==> src/fetch_macros.svh <==
`ifndef FETCH_MACROS_SVH
`define FETCH_MACROS_SVH

////////////////////////////////////////////////////////////////////////
// fetch front end widths and sizes
////////////////////////////////////////////////////////////////////////

// address and instruction width
`define BUS_WIDTH 32

// interleaved banks, power of two
`define BANK_COUNT 4

// bank select width, log2 of the bank count
`define BANK_SEL_W 2

// words held by each bank
`define BANK_DEPTH 64

// first fetch address after reset
`define RESET_PC 32'h0000_0100

`endif
==> src/fetch_pkg.sv <==
`include "fetch_macros.svh"

package fetch_pkg;

    ////////////////////////////////////////////////////////////////////
    // vector types shared across the fetch front end
    ////////////////////////////////////////////////////////////////////

    // fetch address
    typedef logic [`BUS_WIDTH-1:0] addr_t;

    // instruction word
    typedef logic [`BUS_WIDTH-1:0] inst_t;

    // bank index, address bits 3:2
    typedef logic [`BANK_SEL_W-1:0] bank_sel_t;

    // one bit per bank
    typedef logic [`BANK_COUNT-1:0] bank_mask_t;

endpackage

==> src/pc_gen.sv <==
module pc_gen (
    input  logic              clk,
    input  logic              rst_n,
    input  fetch_pkg::addr_t  jump_addr,
    input  logic              jump,
    input  logic              fence_flush,
    input  logic              halt,
    input  logic              clint_hold,
    input  logic              allow_in_if,
    input  logic              mem_addr_ok,
    input  fetch_pkg::addr_t  pc_if,
    output logic              rom_req,
    output fetch_pkg::addr_t  next_pc
);

    // sequential successor of the last accepted pc
    fetch_pkg::addr_t pc_add;

    // target held while fetch could not take it
    fetch_pkg::addr_t saved_addr;
    logic             saved_valid;

    logic cancel;
    logic ready_go_pre;
    logic save_jump;

    ////////////////////////////////////////////////////////////////////
    // request and next pc
    ////////////////////////////////////////////////////////////////////

    // any of these blocks a new fetch this cycle
    assign cancel = fence_flush || halt || clint_hold || !allow_in_if;

    assign rom_req = !cancel;

    assign pc_add = pc_if + fetch_pkg::addr_t'(4);

    // request leaves for the selected bank
    assign ready_go_pre = rom_req && mem_addr_ok;

    // a live jump wins over an older saved one
    always_comb begin
        if (jump) begin
            next_pc = jump_addr;
        end else if (saved_valid) begin
            next_pc = saved_addr;
        end else begin
            next_pc = pc_add;
        end
    end

    ////////////////////////////////////////////////////////////////////
    // saved jump
    ////////////////////////////////////////////////////////////////////

    // jump pulse that did not get out this cycle
    assign save_jump = jump && !ready_go_pre;

    always_ff @(posedge clk) begin
        if (!rst_n) begin
            saved_valid <= 1'b0;
        end else if (save_jump) begin
            saved_valid <= 1'b1;
        end else if (ready_go_pre) begin
            // consumed by the accepted request
            saved_valid <= 1'b0;
        end
    end

    always_ff @(posedge clk) begin
        if (save_jump) begin
            saved_addr <= jump_addr;
        end
    end

endmodule

==> config.mk <==
export PLATFORM = sky130hd
export DESIGN_NAME = pc_gen
export DESIGN_NICKNAME = d
export VERILOG_FILES = /design/src/fetch_pkg.sv /design/src/pc_gen.sv
export VERILOG_INCLUDE_DIRS = /design/src
export SDC_FILE = /design/constraint.sdc
export NUM_CORES = 1
export LEC_CHECK = 0
export BUFFER_PORTS_ARGS = -buffer_cell sky130_fd_sc_hd__buf_4
export CORE_AREA = 2 2 72 74
export CTS_CLUSTER_DIAMETER = 60
export DETAILED_ROUTE_END_ITERATION = 6
export DIE_AREA = 0 0 74 76
export HOLD_SLACK_MARGIN = 0.06
export PLACE_DENSITY = 0.88
export SYNTH_ARGS = -nofsm -noshare
export SYNTH_HDL_FRONTEND = slang
export SYNTH_SLANG_ARGS = --single-unit
==> constraint.sdc <==
create_clock -name clk -period 3.3 [get_ports clk]
set_input_delay 0.495 -clock clk [delete_from_list [all_inputs] [get_ports clk]]
set_output_delay 0.495 -clock clk [all_outputs]
set_load 0.01 [all_outputs]
==> results.tsv <==
stage	metric	value	unit
placed_design	gp_congestion	0.7953	
timing	final_hold_viol_count	0	
logic_synthesis	syn_area	2132	um2
logic_synthesis	ys.flop_type	edfxtp_1	
floorplan	rows	26	
run_status	status	completed	
critical_path	r2r_setup_slack	2060	ps
global_route	grt_pass1_vias	2117	
timing	fmax	0.3850	GHz
timing	clock_skew	0	ps
floorplan	ioPinCount	105	
critical_path	worstPathRequired	2800	ps
cts	cts_tree	yes	
global_route	overflow	0	
layout	layout.cell_area.non_filler	3072	um2
critical_path	arrival	2100	ps
logic_synthesis	yosys-top-cells-area	edfxtp_1 45%, xnor2_1 9.9%, o21ai_0 4.2%	
job	drv_cap	0	
critical_path	timing.critical_path.from_type	primary input	
cts	postCtsResizedCells	0	
cts	numClockSinks	33	
cts	cts-root-buf	clkbuf_8	
timing	fin_tns_setup	0	ps
logic_synthesis	synth-compound-area-share	0.1614	
layout	area_growth	44.07	%
placed_design	dpl_cell_area	2990	um2
cts	clk_latency	280	ps
power_and_ir_drop	peakVddDrop	0.0002552	V
timing	relSlewSlack	0.4273	
layout	multi_input_area	1089	um2
logic_synthesis	yosys_warnings	0	
route	drc	0	
power_and_ir_drop	power.total	1.090	mW
logic_synthesis	synth_top_family_by_area	simple AND/OR/NAND/NOR gates	
logic_synthesis	synth.top_cell.area_share	0.4507	
critical_path	path_class	primary input to output pin	
power_and_ir_drop	power_density	354.9	nW/um2
logic_synthesis	ys_async_sr_fraction	0	
cts	post-cts-setup-buffers	0	
timing	rsz0062_at_grt	false	
cts	cts_hold_buf	0	
global_route	antenna_found_initial	0	
timing	tightest_slew	847.1	ps
cts	clockBufferDepth	2	
timing	finalCritPeriodShare	0.7871	
floorplan	core_area	4912	um2
critical_path	cp-end-kind	output pin	
floorplan	die_w	74	um
placed_design	post-place-cells	390	
layout	instances_no_fill	398	
floorplan	die_area	5624	um2
logic_synthesis	ys_ff_latch	33	
placed_design	post-dp-hpwl	4.732	mm
critical_path	timing.rr.start	saved_valid	
placed_design	io_buffers	104	
worst_hold_path	whs_path_depth	1	
logic_synthesis	synthCells	225	
logic_synthesis	synth_common_cells	32 x edfxtp_1, 24 x nand2_1, 24 x xnor2_1, 18 x o21ai_0, 14 x a21oi_1	
timing	min_period	2597	ps
floorplan	start_util	0.4340	
route	firstDrtPassIters	4	
logic_synthesis	synth_xor_area_frac	0.1109	
critical_path	crit_end	next_pc[30]	
logic_synthesis	muxShareOfSynthArea	0.03345	
critical_path	worstSetupStartpoint	pc_if[2]	
critical_path	reg2reg_depth	4	
cts	cts.clk_slew.worst_paths	70	ps
logic_synthesis	syn-num-nets	298	
global_route	grt_usage	0.2151	
logic_synthesis	synth_most_common_cell	edfxtp_1	
power_and_ir_drop	p_leak	1.194	nW
route	wl_per_cell	15.23	um
logic_synthesis	seq_area_frac_synth	0.4601	
logic_synthesis	synthAdderAreaFrac	0.005869	
worst_hold_path	hold_path.class	primary input to flop	
logic_synthesis	avgSynthCellArea	9.476	um2
layout	n_antenna_cell	0	
logic_synthesis	synth_top_area_cell	edfxtp_1	
layout	final_nets	400	
route	via_per_inst	5.392	
layout	seq_area	980.9	um2
route	via_count	2146	
layout	final_util	0.6253	
cts	numCtsBuffers	5	
global_route	grt_start_max_net_pins	38	
timing	drv_slew	0	
route	wirelength	6.061	mm
logic_synthesis	synth_edf_count	32	
route	antenna_left	0	
route	dr.first_iter.drc_count	105	
timing	setup_violations	0	
layout	fill_cells	446	
logic_synthesis	ys_types	35	
global_route	grt_pass1_wl	9.390	mm
critical_path	critPathMaxFanout	11	
critical_path	reg2reg_to	saved_valid	
layout	drive_above_1_share	0.3659	
logic_synthesis	yosys.area_share.simple	0.1937	
cts	htree_levels	2	
floorplan	die_h	76	um
[how the worst min path moves through the flow]
stage                              from              to  slack, ps
after global placement     jump_addr[7]   saved_addr[7]        680
after detailed placement   jump_addr[3]   saved_addr[3]        680
after floorplan             mem_addr_ok     saved_valid        580
after CTS                 jump_addr[25]  saved_addr[25]        380
final                     jump_addr[25]  saved_addr[25]        390
after global routing      jump_addr[25]  saved_addr[25]        380
[stage by stage]
step / setup WS [ps] / hold WS (ps)
finish: 702.6 / 393.4
CTS: 702.8 / 383.2
global placement: 724.1 / 682.1
global route: 543.2 / 381.1
detailed placement: 709.9 / 684.7
floorplan: 218.7 / 582.0
[placed cells by master (no fill, tap or decap), drive strengths merged, types with 2 or more instances in the layout]
master	count
nand3	9
nor3	8
clkbuf	5
o22ai	9
nor2	10
a22oi	11
xor2	3
a21oi	14
nand2	24
inv	6
or2	2
nor4	7
and3	2
and4	4
buf	108
xnor2	24
mux2i	6
o21ai	22
nand4	8
clkinv	3
edfxtp	32
[report_power, final]
part	internal [mW]	switching, mW
sequential	0.499	0.0106
clock	0.142	0.147
combinational	0.152	0.140
[layer usage]
metal / GRT usage / share of wire / vias to the layer above
met1: 0.2474 / 0.39 / 987
li1: - / - / 1047
met5: 0 / 0 / -
met4: 0.07818 / 0.022 / 0
met2: 0.3741 / 0.52 / 95
met3: 0.05688 / 0.070 / 17
[worst max-delay path: stages]
cell and delay, ps:
buf_4 110, ha_1 250, nand3_1 360, nor4_1 430, xnor2_1 170, o221ai_1 120, buf_4 170
[logic make-up after synthesis]
group | count (synthesis)
XOR/XNOR | 27
buffers and inverters | 19
adder cells (fa/ha/maj) | 1
flip-flops | 33
multiplexers | 7
AO/OA/AOI/OAI | 59
AND/OR/NAND/NOR | 79
[state kept, by name, indices dropped and copies added (netlist names)]
register / cells
saved_valid: 1
saved_addr: 32
[layout make-up]
class / count / area share
Timing Repair Buffer: 108 / 0.2640
Sequential cell: 33 / 0.3193
Multi-Input combinational cell: 173 / 0.3544
Clock inverter: 3 / 0.004073
Inverter: 6 / 0.007332
Tap cell: 70 / 0.02851
Clock buffer: 5 / 0.02240
Note: power is estimated with default switching activity, not from simulation.
