==> config.mk <==
export PLATFORM = sky130hd
export DESIGN_NAME = imem_bank
export DESIGN_NICKNAME = d
export VERILOG_FILES = /design/src/fetch_pkg.sv /design/src/imem_bank.sv
export VERILOG_INCLUDE_DIRS = /design/src
export SDC_FILE = /design/constraint.sdc
export NUM_CORES = 2
export LEC_CHECK = 0
export BUFFER_PORTS_ARGS = -buffer_cell sky130_fd_sc_hd__buf_4
export CORE_AREA = 4 4 403 405
export CTS_BUF_LIST = sky130_fd_sc_hd__clkbuf_4 sky130_fd_sc_hd__clkbuf_8
export CTS_CLUSTER_DIAMETER = 120
export DETAILED_ROUTE_END_ITERATION = 8
export DIE_AREA = 0 0 407 409
export MAX_ROUTING_LAYER = met4
export PLACE_DENSITY = 0.7
export SYNTH_ARGS = -nofsm -noshare
export SYNTH_HDL_FRONTEND = slang
export SYNTH_SLANG_ARGS = --single-unit
export TNS_END_PERCENT = 1
==> constraint.sdc <==
create_clock -name clk -period 2.6 [get_ports clk]
set_clock_uncertainty 0.1 [all_clocks]
set_input_delay 0.13 -clock clk [delete_from_list [all_inputs] [get_ports clk]]
set_output_delay 0.13 -clock clk [all_outputs]
set_load 0.03 [all_outputs]
==> src/fetch_macros.svh <==
`ifndef FETCH_MACROS_SVH
`define FETCH_MACROS_SVH

////////////////////////////////////////////////////////////////////////
// fetch front end widths and sizes
////////////////////////////////////////////////////////////////////////

// address and instruction width
`define BUS_WIDTH 32

// interleaved banks, power of two
`define BANK_COUNT 4

// bank select width, log2 of the bank count
`define BANK_SEL_W 2

// words held by each bank
`define BANK_DEPTH 64

// first fetch address after reset
`define RESET_PC 32'h0000_0100

`endif
==> src/fetch_pkg.sv <==
`include "fetch_macros.svh"

package fetch_pkg;

    ////////////////////////////////////////////////////////////////////
    // vector types shared across the fetch front end
    ////////////////////////////////////////////////////////////////////

    // fetch address
    typedef logic [`BUS_WIDTH-1:0] addr_t;

    // instruction word
    typedef logic [`BUS_WIDTH-1:0] inst_t;

    // bank index, address bits 3:2
    typedef logic [`BANK_SEL_W-1:0] bank_sel_t;

    // one bit per bank
    typedef logic [`BANK_COUNT-1:0] bank_mask_t;

endpackage

==> src/imem_bank.sv <==
`include "fetch_macros.svh"

module imem_bank #(
    parameter int BANK_ID = 0
) (
    input  logic              clk,
    input  logic              rst_n,
    input  logic              req,
    input  fetch_pkg::addr_t  addr,
    input  logic              stall,
    input  logic              wr_en,
    input  fetch_pkg::addr_t  wr_addr,
    input  fetch_pkg::inst_t  wr_data,
    output logic              addr_ok,
    output logic              rvalid,
    output fetch_pkg::inst_t  rdata
);

    // word index sits above the bank select bits
    localparam int IDX_W  = $clog2(`BANK_DEPTH);
    localparam int IDX_LO = `BANK_SEL_W + 2;

    fetch_pkg::inst_t mem [`BANK_DEPTH];

    logic             sel;
    logic             wr_sel;
    logic             accept;
    logic [IDX_W-1:0] rd_idx;
    logic [IDX_W-1:0] wr_idx;

    assign sel    = addr[IDX_LO-1:2] == fetch_pkg::bank_sel_t'(BANK_ID);
    assign wr_sel = wr_addr[IDX_LO-1:2] == fetch_pkg::bank_sel_t'(BANK_ID);
    assign rd_idx = addr[IDX_LO+IDX_W-1:IDX_LO];
    assign wr_idx = wr_addr[IDX_LO+IDX_W-1:IDX_LO];

    // ready for an address when selected and not stalled
    assign addr_ok = sel && !stall;
    assign accept  = req && addr_ok;

    // program load port
    always_ff @(posedge clk) begin
        if (wr_en && wr_sel) begin
            mem[wr_idx] <= wr_data;
        end
    end

    // registered read, valid for one cycle
    always_ff @(posedge clk) begin
        if (!rst_n) begin
            rvalid <= 1'b0;
        end else begin
            rvalid <= accept;
        end
    end

    always_ff @(posedge clk) begin
        if (accept) begin
            rdata <= mem[rd_idx];
        end
    end

endmodule

==> metrics.txt <==
Die X-Extent 407 um; Root Driver clkbuf_8; ys flop type edfxtp_1; synth warn 0; register area 62480 um^2; initial antenna violation count 16; Max-slew headroom roughly 43%; post-detail-place hpwl 116.7 mm; Post-Syn Instances 3470; hold slack 0.1335 ns; filler instances 11070; kind of critical path in2reg; I/O pins roughly 140; Placement Cell Area between 80000 and 90000 um^2; Final Max Tran Viols 0; Lkg Pwr 29.22 nW; Post-Syn Area between 70000 and 80000 um^2; PD cells just over 700 nW/um^2; arrival time worst endpoint around 3.2 ns; clock buffer depth 4; Congestion Overflow GR 0; TritonCTS clock tree yes; # Max-Cap Violations 0; crit start category input port; NetSw roughly 14 mW; post-synthesis net count 3571; setup TNS 0 ns; CTS clk-pin slew, worst paths ~0.06 ns; Final Power 66.97 mW; sequential fraction of design power 55.3%; internal power roughly 53 mW; Clk pwr share about two fifths; Hold WC Path Type in2reg; Post-synth EDFFs around 2100; first-pass GRT wire length ~290 mm; layout net count approximately 4200; Gate power share between 5 and 6%; fin crit share between 90% and 100%; CTS sink cnt 2081; Switching Share about 22%; input/output buffers 86; Worst IR Drop VDD between 600 and 700 uV; Total GRT Usage about a quarter; Yosys cell types 42; Finished Cell Area 92340 um^2; Area Growth Syn to Fin 17.07%; RSZ-0062 raised after global routing no; M1 WL roughly 77 mm; Final Routed Wirelength 199.0 mm; Synth Register Bits approximately 2100; Std-Cell Rows 146; Worst Slack Setup Final between 0.07 and 0.08 ns; syn avg cell area 22.73 um^2; CP Max Fanout 33; Vias slightly above 40000; Seq/Total Area, Yosys approximately four fifths; Initial DRC Count 5539; fmax approximately 400 MHz; Worst-Margin Slew 0.8471 ns; slowest library cell on the worst path dlygate4sd3_1; met3 wire length 20.42 mm; crit end category flop; die span in y a little over 400 um; Routability Congestion approximately 0.85; Remaining DRCs 0; drt first pass iters 6; setup repair bufs after CTS 0; Setup-failing EPs final 0; vias in the first global route approximately 40000; Critical Path Most Common Cell buf_12; fin util between 50% and 60%; worst path required time approximately 3.3 ns; Met2 Wirelength roughly 95 mm; Inst Count DP 5774; status completed; worst skew pair latency 1.01 ns; CTS buffer count approximately 330; H-tree depth 5; fraction of registers with async set/reset 0%; multi-input logic area 15920 um^2; die area between 150000 and 200000 um^2; Initial Utilization approximately 50%; Final min period about 2.5 ns; Vias/cell 6.273; Non-Filler Instances roughly 6400; Place WS -0.4214 ns; Hold Vio Cnt, Final 0; crit path cell chain dlygate4sd3_1 -> buf_8 -> buf_12 -> buf_12 -> buf_12 -> buf_4 -> mux4_2 -> nand3_1 -> dlygate4sd3_1 -> nand4_1 -> o211a_1; Final ANT Viol Nets 0; area of the core ~160000 um^2; Top Layer Used met4; largest net degree at the start of global routing 65; share of cells above drive strength 1 34.05%; drt wl/cell slightly above 30 um; slowest cell delay on critical path between 0.5 and 0.6 ns
## cell usage after synthesis, types with 2 or more instances
| library cell | number | area share [%] |
|---|---|---|
| edfxtp_1 | 2080 | 79 |
| mux4_2 | 484 | 14 |
| nor2_1 | 90 | 0.43 |
| nand2_1 | 89 | 0.42 |
| clkbuf_1 | 83 | 0.39 |
| nand3_1 | 79 | 0.50 |
| mux2i_1 | 72 | 0.91 |
| a22oi_1 | 61 | 0.58 |
| buf_2 | 61 | 0.39 |
| o22ai_1 | 57 | 0.45 |
| o221ai_1 | 53 | 0.59 |
| nand4_1 | 48 | 0.38 |
| a21oi_1 | 25 | 0.16 |
| nor2b_1 | 19 | 0.15 |
| buf_4 | 18 | 0.17 |
| buf_1 | 16 | 0.076 |
| buf_6 | 15 | 0.21 |
| and3_1 | 14 | 0.11 |
| a211oi_1 | 12 | 0.11 |
| mux2_2 | 12 | 0.17 |
| nand2b_1 | 11 | 0.087 |
| nor3_1 | 11 | 0.070 |
| a311o_1 | 8 | 0.10 |
| o21ai_0 | 8 | 0.051 |
| o22a_1 | 8 | 0.089 |
| o211a_1 | 6 | 0.076 |
| a31oi_1 | 4 | 0.032 |
| a32oi_1 | 3 | 0.033 |
| and2_1 | 3 | 0.024 |
| nand3b_1 | 3 | 0.029 |
| or3_1 | 3 | 0.024 |
| a2111oi_0 | 2 | 0.022 |
| o221a_2 | 2 | 0.029 |
| or2_2 | 2 | 0.016 |
## final cells by class
cell class                 instances  share of cell area [%]
sequential                      2081                   67.66
multi-input combinational       1195                   17.24
inverter                           1                0.004065
tap                             2072                   2.808
antenna                           12                 0.03252
clock inverter                   131                  0.8428
clock buffer                     434                   5.798
timing repair buffer             484                   5.610
## sequential cells by signal, summed over array words and instances, names as in the netlist
name,cells
rvalid,1
rdata,32
mem,2048
## worst max-delay path: cells and delay by family
family	cells	cell delay (ns)
AO/OA/AOI/OAI	1	0.15
buffers and inverters	7	2.14
multiplexers	1	0.50
AND/OR/NAND/NOR	2	0.19
## per-layer routing
layer	vias up	GRT usage [%]
li1	16170	-
met1	21220	34.76
met2	2402	37.57
met3	419	4.901
met4	0	8.132
met5	-	-
## what timing repair did
item,in CTS,in global routing
endpoints found under the hold margin,4142,0
hold buffers,60,0
endpoints found under the setup margin,2,3
resized for setup,2,0
## worst paths after layout
path	from	to	slack, ns	cells past startpoint
setup / recovery	addr[4]	rdata[20]$_DFFE_PP_	0.07	11
hold / removal	wr_data[30]	mem[27][30]$_DFFE_PP_	0.13	2
setup reg to reg	mem[19][22]$_DFFE_PP_	rdata[22]$_DFFE_PP_	0.08	6
hold reg to reg	mem[56][20]$_DFFE_PP_	rdata[20]$_DFFE_PP_	0.81	4
## placed cells by master, fill, tap and decap left out, drive strengths merged, types with 10 or more instances in the layout
cell type	n
a21oi	25
clkbuf	434
a211oi	12
o22ai	57
nand2b	11
nand2	89
diode	12
nand3	79
mux2i	72
nand4	48
and3	14
a22oi	61
mux2	12
edfxtp	2080
buf	425
nor2b	19
nor2	90
o221ai	53
mux4	484
clkinvlp	10
clkinv	111
dlygate4sd3	59
nor3	11
## power by group through the flow
stage / combinational [mW] / sequential [mW] / clock (mW)
floorplan: 1.67 / 37.8 / 0
global placement: 3.37 / 37.7 / 0
detailed placement: 3.44 / 37.7 / 0
CTS: 3.51 / 37.0 / 26.9
global route: 3.69 / 37.0 / 28.6
finish: 3.49 / 37.0 / 26.4
## cells by family (layout without fill, tap and decap cells)
family                 count (synthesis)  in the layout  synth area share (%)
AOI/OAI and AO/OA                    250            250                 2.338
and+or+nand+nor                      377            377                 2.295
DFF                                 2081           2081                 79.21
muxes                                568            568                 14.90
buffers and inverters                194           1050                 1.248
other                                  0             12                     0
Power figures use the tool's default switching activity.
