===== config.mk =====
export PLATFORM = sky130hd
export DESIGN_NAME = if_stage
export DESIGN_NICKNAME = d
export VERILOG_FILES = /design/src/fetch_pkg.sv /design/src/if_stage.sv
export VERILOG_INCLUDE_DIRS = /design/src
export SDC_FILE = /design/constraint.sdc
export NUM_CORES = 1
export LEC_CHECK = 0
export ABC_AREA = 1
export BUFFER_PORTS_ARGS = -buffer_cell sky130_fd_sc_hd__buf_2
export CAP_MARGIN = 20
export CORE_AREA = 3 3 139 141
export CTS_BUF_LIST = sky130_fd_sc_hd__clkbuf_8 sky130_fd_sc_hd__clkbuf_16
export CTS_CLUSTER_SIZE = 25
export DETAILED_ROUTE_END_ITERATION = 6
export DIE_AREA = 0 0 142 144
export PLACE_DENSITY = 0.82
export SYNTH_ARGS = -nofsm -noshare
export SYNTH_HDL_FRONTEND = slang
export SYNTH_SLANG_ARGS = --single-unit

===== constraint.sdc =====
create_clock -name clk -period 5.2 [get_ports clk]
set_clock_uncertainty 0.15 [all_clocks]
set_input_delay 0.52 -clock clk [delete_from_list [all_inputs] [get_ports clk]]
set_output_delay 0.52 -clock clk [all_outputs]
set_load 0.01 [all_outputs]

===== src/fetch_macros.svh =====
`ifndef FETCH_MACROS_SVH
`define FETCH_MACROS_SVH

////////////////////////////////////////////////////////////////////////
// fetch front end widths and sizes
////////////////////////////////////////////////////////////////////////

// address and instruction width
`define BUS_WIDTH 32

// interleaved banks, power of two
`define BANK_COUNT 4

// bank select width, log2 of the bank count
`define BANK_SEL_W 2

// words held by each bank
`define BANK_DEPTH 64

// first fetch address after reset
`define RESET_PC 32'h0000_0100

`endif

===== src/fetch_pkg.sv =====
`include "fetch_macros.svh"

package fetch_pkg;

    ////////////////////////////////////////////////////////////////////
    // vector types shared across the fetch front end
    ////////////////////////////////////////////////////////////////////

    // fetch address
    typedef logic [`BUS_WIDTH-1:0] addr_t;

    // instruction word
    typedef logic [`BUS_WIDTH-1:0] inst_t;

    // bank index, address bits 3:2
    typedef logic [`BANK_SEL_W-1:0] bank_sel_t;

    // one bit per bank
    typedef logic [`BANK_COUNT-1:0] bank_mask_t;

endpackage


===== src/if_stage.sv =====
`include "fetch_macros.svh"

module if_stage (
    input  logic                                 clk,
    input  logic                                 rst_n,
    input  logic                                 rom_req,
    input  fetch_pkg::addr_t                     next_pc,
    input  fetch_pkg::bank_mask_t                bank_addr_ok,
    input  fetch_pkg::bank_mask_t                bank_rvalid,
    input  fetch_pkg::inst_t [`BANK_COUNT-1:0]   bank_rdata,
    input  logic                                 out_ready,
    output logic                                 mem_addr_ok,
    output fetch_pkg::addr_t                     pc_if,
    output logic                                 allow_in_if,
    output logic                                 inst_valid,
    output fetch_pkg::inst_t                     inst,
    output fetch_pkg::addr_t                     inst_pc
);

    fetch_pkg::bank_sel_t next_bank;

    // two entry in-order buffer, in-flight entries included
    fetch_pkg::addr_t     ent_pc   [2];
    fetch_pkg::bank_sel_t ent_bank [2];
    fetch_pkg::inst_t     ent_data [2];
    logic [1:0]           ent_dvalid;
    logic [1:0]           ent_busy;
    logic [1:0]           fill_hit;

    logic       wr_ptr;
    logic       rd_ptr;
    logic [1:0] count;
    logic       push;
    logic       pop;

    assign next_bank   = next_pc[`BANK_SEL_W+1:2];
    assign mem_addr_ok = bank_addr_ok[next_bank];

    // ready_go_pre, as seen from this side
    assign push = rom_req && mem_addr_ok;
    assign pop  = inst_valid && out_ready;

    assign allow_in_if = count < 2'd2;

    // head goes out once its word is back
    assign inst_valid = (count != 2'd0) && ent_dvalid[rd_ptr];
    assign inst       = ent_data[rd_ptr];
    assign inst_pc    = ent_pc[rd_ptr];

    // which entries hold an item, and which one the returning word belongs to
    always_comb begin
        for (int i = 0; i < 2; i++) begin
            ent_busy[i] = (count == 2'd2) || (count == 2'd1 && rd_ptr == 1'(i));
            fill_hit[i] = ent_busy[i] && !ent_dvalid[i] && bank_rvalid[ent_bank[i]];
        end
    end

    ////////////////////////////////////////////////////////////////////
    // fetch pc and buffer control
    ////////////////////////////////////////////////////////////////////

    always_ff @(posedge clk) begin
        if (!rst_n) begin
            // first sequential step lands on the reset pc
            pc_if      <= fetch_pkg::addr_t'(`RESET_PC - 32'd4);
            wr_ptr     <= 1'b0;
            rd_ptr     <= 1'b0;
            count      <= 2'd0;
            ent_dvalid <= 2'b00;
        end else begin
            if (push) begin
                pc_if  <= next_pc;
                wr_ptr <= !wr_ptr;
            end
            if (pop) begin
                rd_ptr <= !rd_ptr;
            end
            case ({push, pop})
                2'b10:   count <= count + 2'd1;
                2'b01:   count <= count - 2'd1;
                default: count <= count;
            endcase
            for (int i = 0; i < 2; i++) begin
                if (push && wr_ptr == 1'(i)) begin
                    ent_dvalid[i] <= 1'b0;
                end else if (pop && rd_ptr == 1'(i)) begin
                    ent_dvalid[i] <= 1'b0;
                end else if (fill_hit[i]) begin
                    ent_dvalid[i] <= 1'b1;
                end
            end
        end
    end

    // entry payload
    always_ff @(posedge clk) begin
        if (push) begin
            ent_pc[wr_ptr]   <= next_pc;
            ent_bank[wr_ptr] <= next_bank;
        end
        for (int i = 0; i < 2; i++) begin
            if (fill_hit[i]) begin
                ent_data[i] <= bank_rdata[ent_bank[i]];
            end
        end
    end

endmodule


==> results.toml <==
[floorplanning]
fp.dieH_um = 144
core_sq_mm = 0.01809
rows = 49
start_util_pct = 45.20
die_w_um = 142
dieArea_sq_mm = 0.02045
pin_count = 271

[power]
p_sw_share_pct = 27.77
comb_power_share_pct = 14.0
p_switching_uw = 907.0
pwr-share-seq_pct = 47.6
p_int_uw = 2359
ir_drop_mv = 0.2332
leakage_uw = 0.004310
p_clk_share_pct = 38.4
powerDensity_mw_per_mm2 = 320.2

[critical_path]
crit_start = "ent_bank[1][0]"
path_max_fanout = 68
path_cells = "buf_4, inv_2, nand2_1, nand3_1, nand2_1, nand2_1, inv_1, buf_4"
critPathTopFamily = "buffers and inverters"
endpoint_kind = "register"
cp.required_ns = 5.18
cp_slowest_cell = "inv_1"
timing.rr.start = "ent_bank[1][0]"
startpoint_type = "register"
cp.arrival_ns = 3.38
slowest_delay_ns = 0.72
critPathBufInv = 4
critical_path_class = "register to register"
path_common_cell = "nand2_1"

[placement]
gp_congestion = 0.8737
dpl_worst_slack_ns = 1.821
dp_hpwl_mm = 16.36
io_buffers = 270

[cts]
cts_max_path_buffers = 2
cts-root-buf = "clkbuf_16"
hold_buffers = 0
postCtsSetupBuffers = 0
htreeDepth = 4
cts.sinks = 167
cts.reportedPaths.clkPinSlew_ns = 0.08
cts_resized = 0
cts_tree = "done"
clock_latency_ns = 0.43
cts_buffers = 17

[timing]
period_minus_slack_ns = 3.401
finalCritPeriodShare_pct = 65.40
setup_tns_ns = 0
relSlewSlack_pct = 33.57
rsz0062_at_grt = "false"
fmax_mhz = 294.1
worst_slack_ns = 1.799
setup_viol = 0
hold_viol = 0
tightest_slew_ns = 0.9953
drv_slew = 0

[final_layout]
fin_nets = 1261
post-route-util_pct = 56.38
area_growth_pct = 24.75
drive_above_1_share_pct = 34.76

[worst_hold_path]
hp-start = "next_pc[16]"
holdCritPathClass = "input pin to register"

[job]
maxCapViolations = 0

[grt]
grt_max_degree = 69
globalRouteOverflowTotal = 0
antenna_found_initial = 3
grt_pass1_vias = 6778
grt_pass1_wl_mm = 35.45
grt_use_total_pct = 22.29

[logic_synthesis]
ys_ff_latch = 167
synth.distinct_cells = 23
yosys_warnings = 0
postSynthAreaPerCell_sq_um = 9.685
syn_area_sq_mm = 0.008174
ys_seq_area_share_pct = 56.57
syn_inst = 844
synth_fp_nets = 1022

[routing]
drt_pass1_iterations = 5
wl_per_cell_um = 17.81
drtAntennaViolNets = 0
routed_wl_mm = 23.62
num_vias = 7319
drc_errors = 0
drt_iter0_drc = 635
viasPerCell = 5.520

[outcome]
status = "finished, final reports clean"
## metrics by stage
step	std cells	cell area, sq um	power (uW)	hold WS [ns]
2_1_floorplan	844	8174	1832	0.3016
3_3_place_gp	1292	9569	2020	0.3052
3_5_place_dp	1292	9569	2036	0.3017
4_1_cts	1324	10170	3281	0.1193
5_1_grt	1326	10200	3394	0.1205
6_report	1326	10200	3266	0.1372
## cell type report
cell class                      instances  area, sq um
Fill cell                            1522         7889
Sequential cell                       167         4628
Multi-Input combinational cell        567         3052
Timing Repair Buffer                  279         1439
Clock buffer                           17        425.4
Tap cell                              229        286.5
Inverter                               51        191.4
Clock inverter                         15        172.7
Antenna cell                            1        2.502
## synthesized netlist by cell type
cell type    n  area, sq um
nand2_1     85        319.1
buf_4        6        45.04
o22ai_1     64        400.4
a21oi_1      5        25.02
buf_1        4        15.01
ha_1         6        75.07
nand4_1      1        6.260
nand3_1     17        85.08
inv_2        1        3.750
xor2_1       1        8.760
clkbuf_1    22        82.58
buf_6        6        67.56
nand3_4      1        17.52
and2_1       2        12.51
mux2_2      62        698.2
nor2_1     186        698.2
dfxtp_1     39        780.8
nand3_2      2        20.02
and3_1       1        6.260
edfxtp_1   128         3844
o21ai_0    134        670.6
buf_2       21        105.1
inv_1       50        187.7
## cell usage in the layout (no fill, tap or decap), types with 2 or more instances in the layout
| cell | n |
|---|---|
| buf_2 | 270 |
| edfxtp_1 | 128 |
| and2_1 | 2 |
| nand3_1 | 17 |
| nor2_1 | 185 |
| inv_6 | 4 |
| nand2_1 | 85 |
| buf_4 | 8 |
| clkinv_8 | 4 |
| inv_2 | 2 |
| inv_1 | 49 |
| mux2_2 | 62 |
| clkbuf_16 | 17 |
| a21oi_1 | 5 |
| ha_1 | 6 |
| nand3_2 | 2 |
| o22ai_1 | 64 |
| o21ai_0 | 134 |
| dfxtp_1 | 38 |
| inv_8 | 3 |
| clkinv_4 | 2 |
## flip-flops by register name, summed over array words and instances, names as in the netlist, named ones only
signal / count
count: 2
ent_bank: 2
ent_data: 64
ent_dvalid: 2
ent_pc: 62
pc_if: 32
rd_ptr: 1
wr_ptr: 1
## power groups by stage
| stage | Combinational (uW) | Clock, uW | Sequential [uW] |
|---|---|---|---|
| after floorplan | 247 | 0 | 1580 |
| after global placement | 436 | 0 | 1580 |
| after detailed placement | 448 | 0 | 1590 |
| after CTS | 451 | 1270 | 1560 |
| after global routing | 506 | 1330 | 1560 |
| final | 457 | 1250 | 1560 |
## worst paths after layout
kind,to,cells past startpoint,slack [ns]
setup / recovery,ent_data[1][29],8,1.80
hold / removal,ent_pc[1][16],1,0.14
setup reg to reg,ent_data[1][29],8,1.80
hold reg to reg,pc_if[4],2,0.33
## kinds of logic (layout without fill, tap and decap cells)
| logic type | count (synthesis) | in the layout | share of synthesized area (%) |
|---|---|---|---|
| adder cells (fa/ha/maj) | 6 | 6 | 0.9184 |
| other | 0 | 1 | 0 |
| multiplexers | 62 | 62 | 8.541 |
| flip-flops | 167 | 167 | 56.57 |
| AND/OR/NAND/NOR | 295 | 295 | 14.25 |
| XOR/XNOR | 1 | 1 | 0.1072 |
| buffers and inverters | 110 | 362 | 6.199 |
| AO/OA/AOI/OAI | 203 | 203 | 13.41 |
## metal layers
layer  wire length [um]  global-route usage (%)  up-vias
li1                   -                       -     3417
met1               8855                   26.91     3342
met2              11150                   37.22      483
met3               2672                   6.779       73
met4                912                   9.444        4
met5                 27                       0        -
Note: power is estimated with default switching activity, not from simulation.
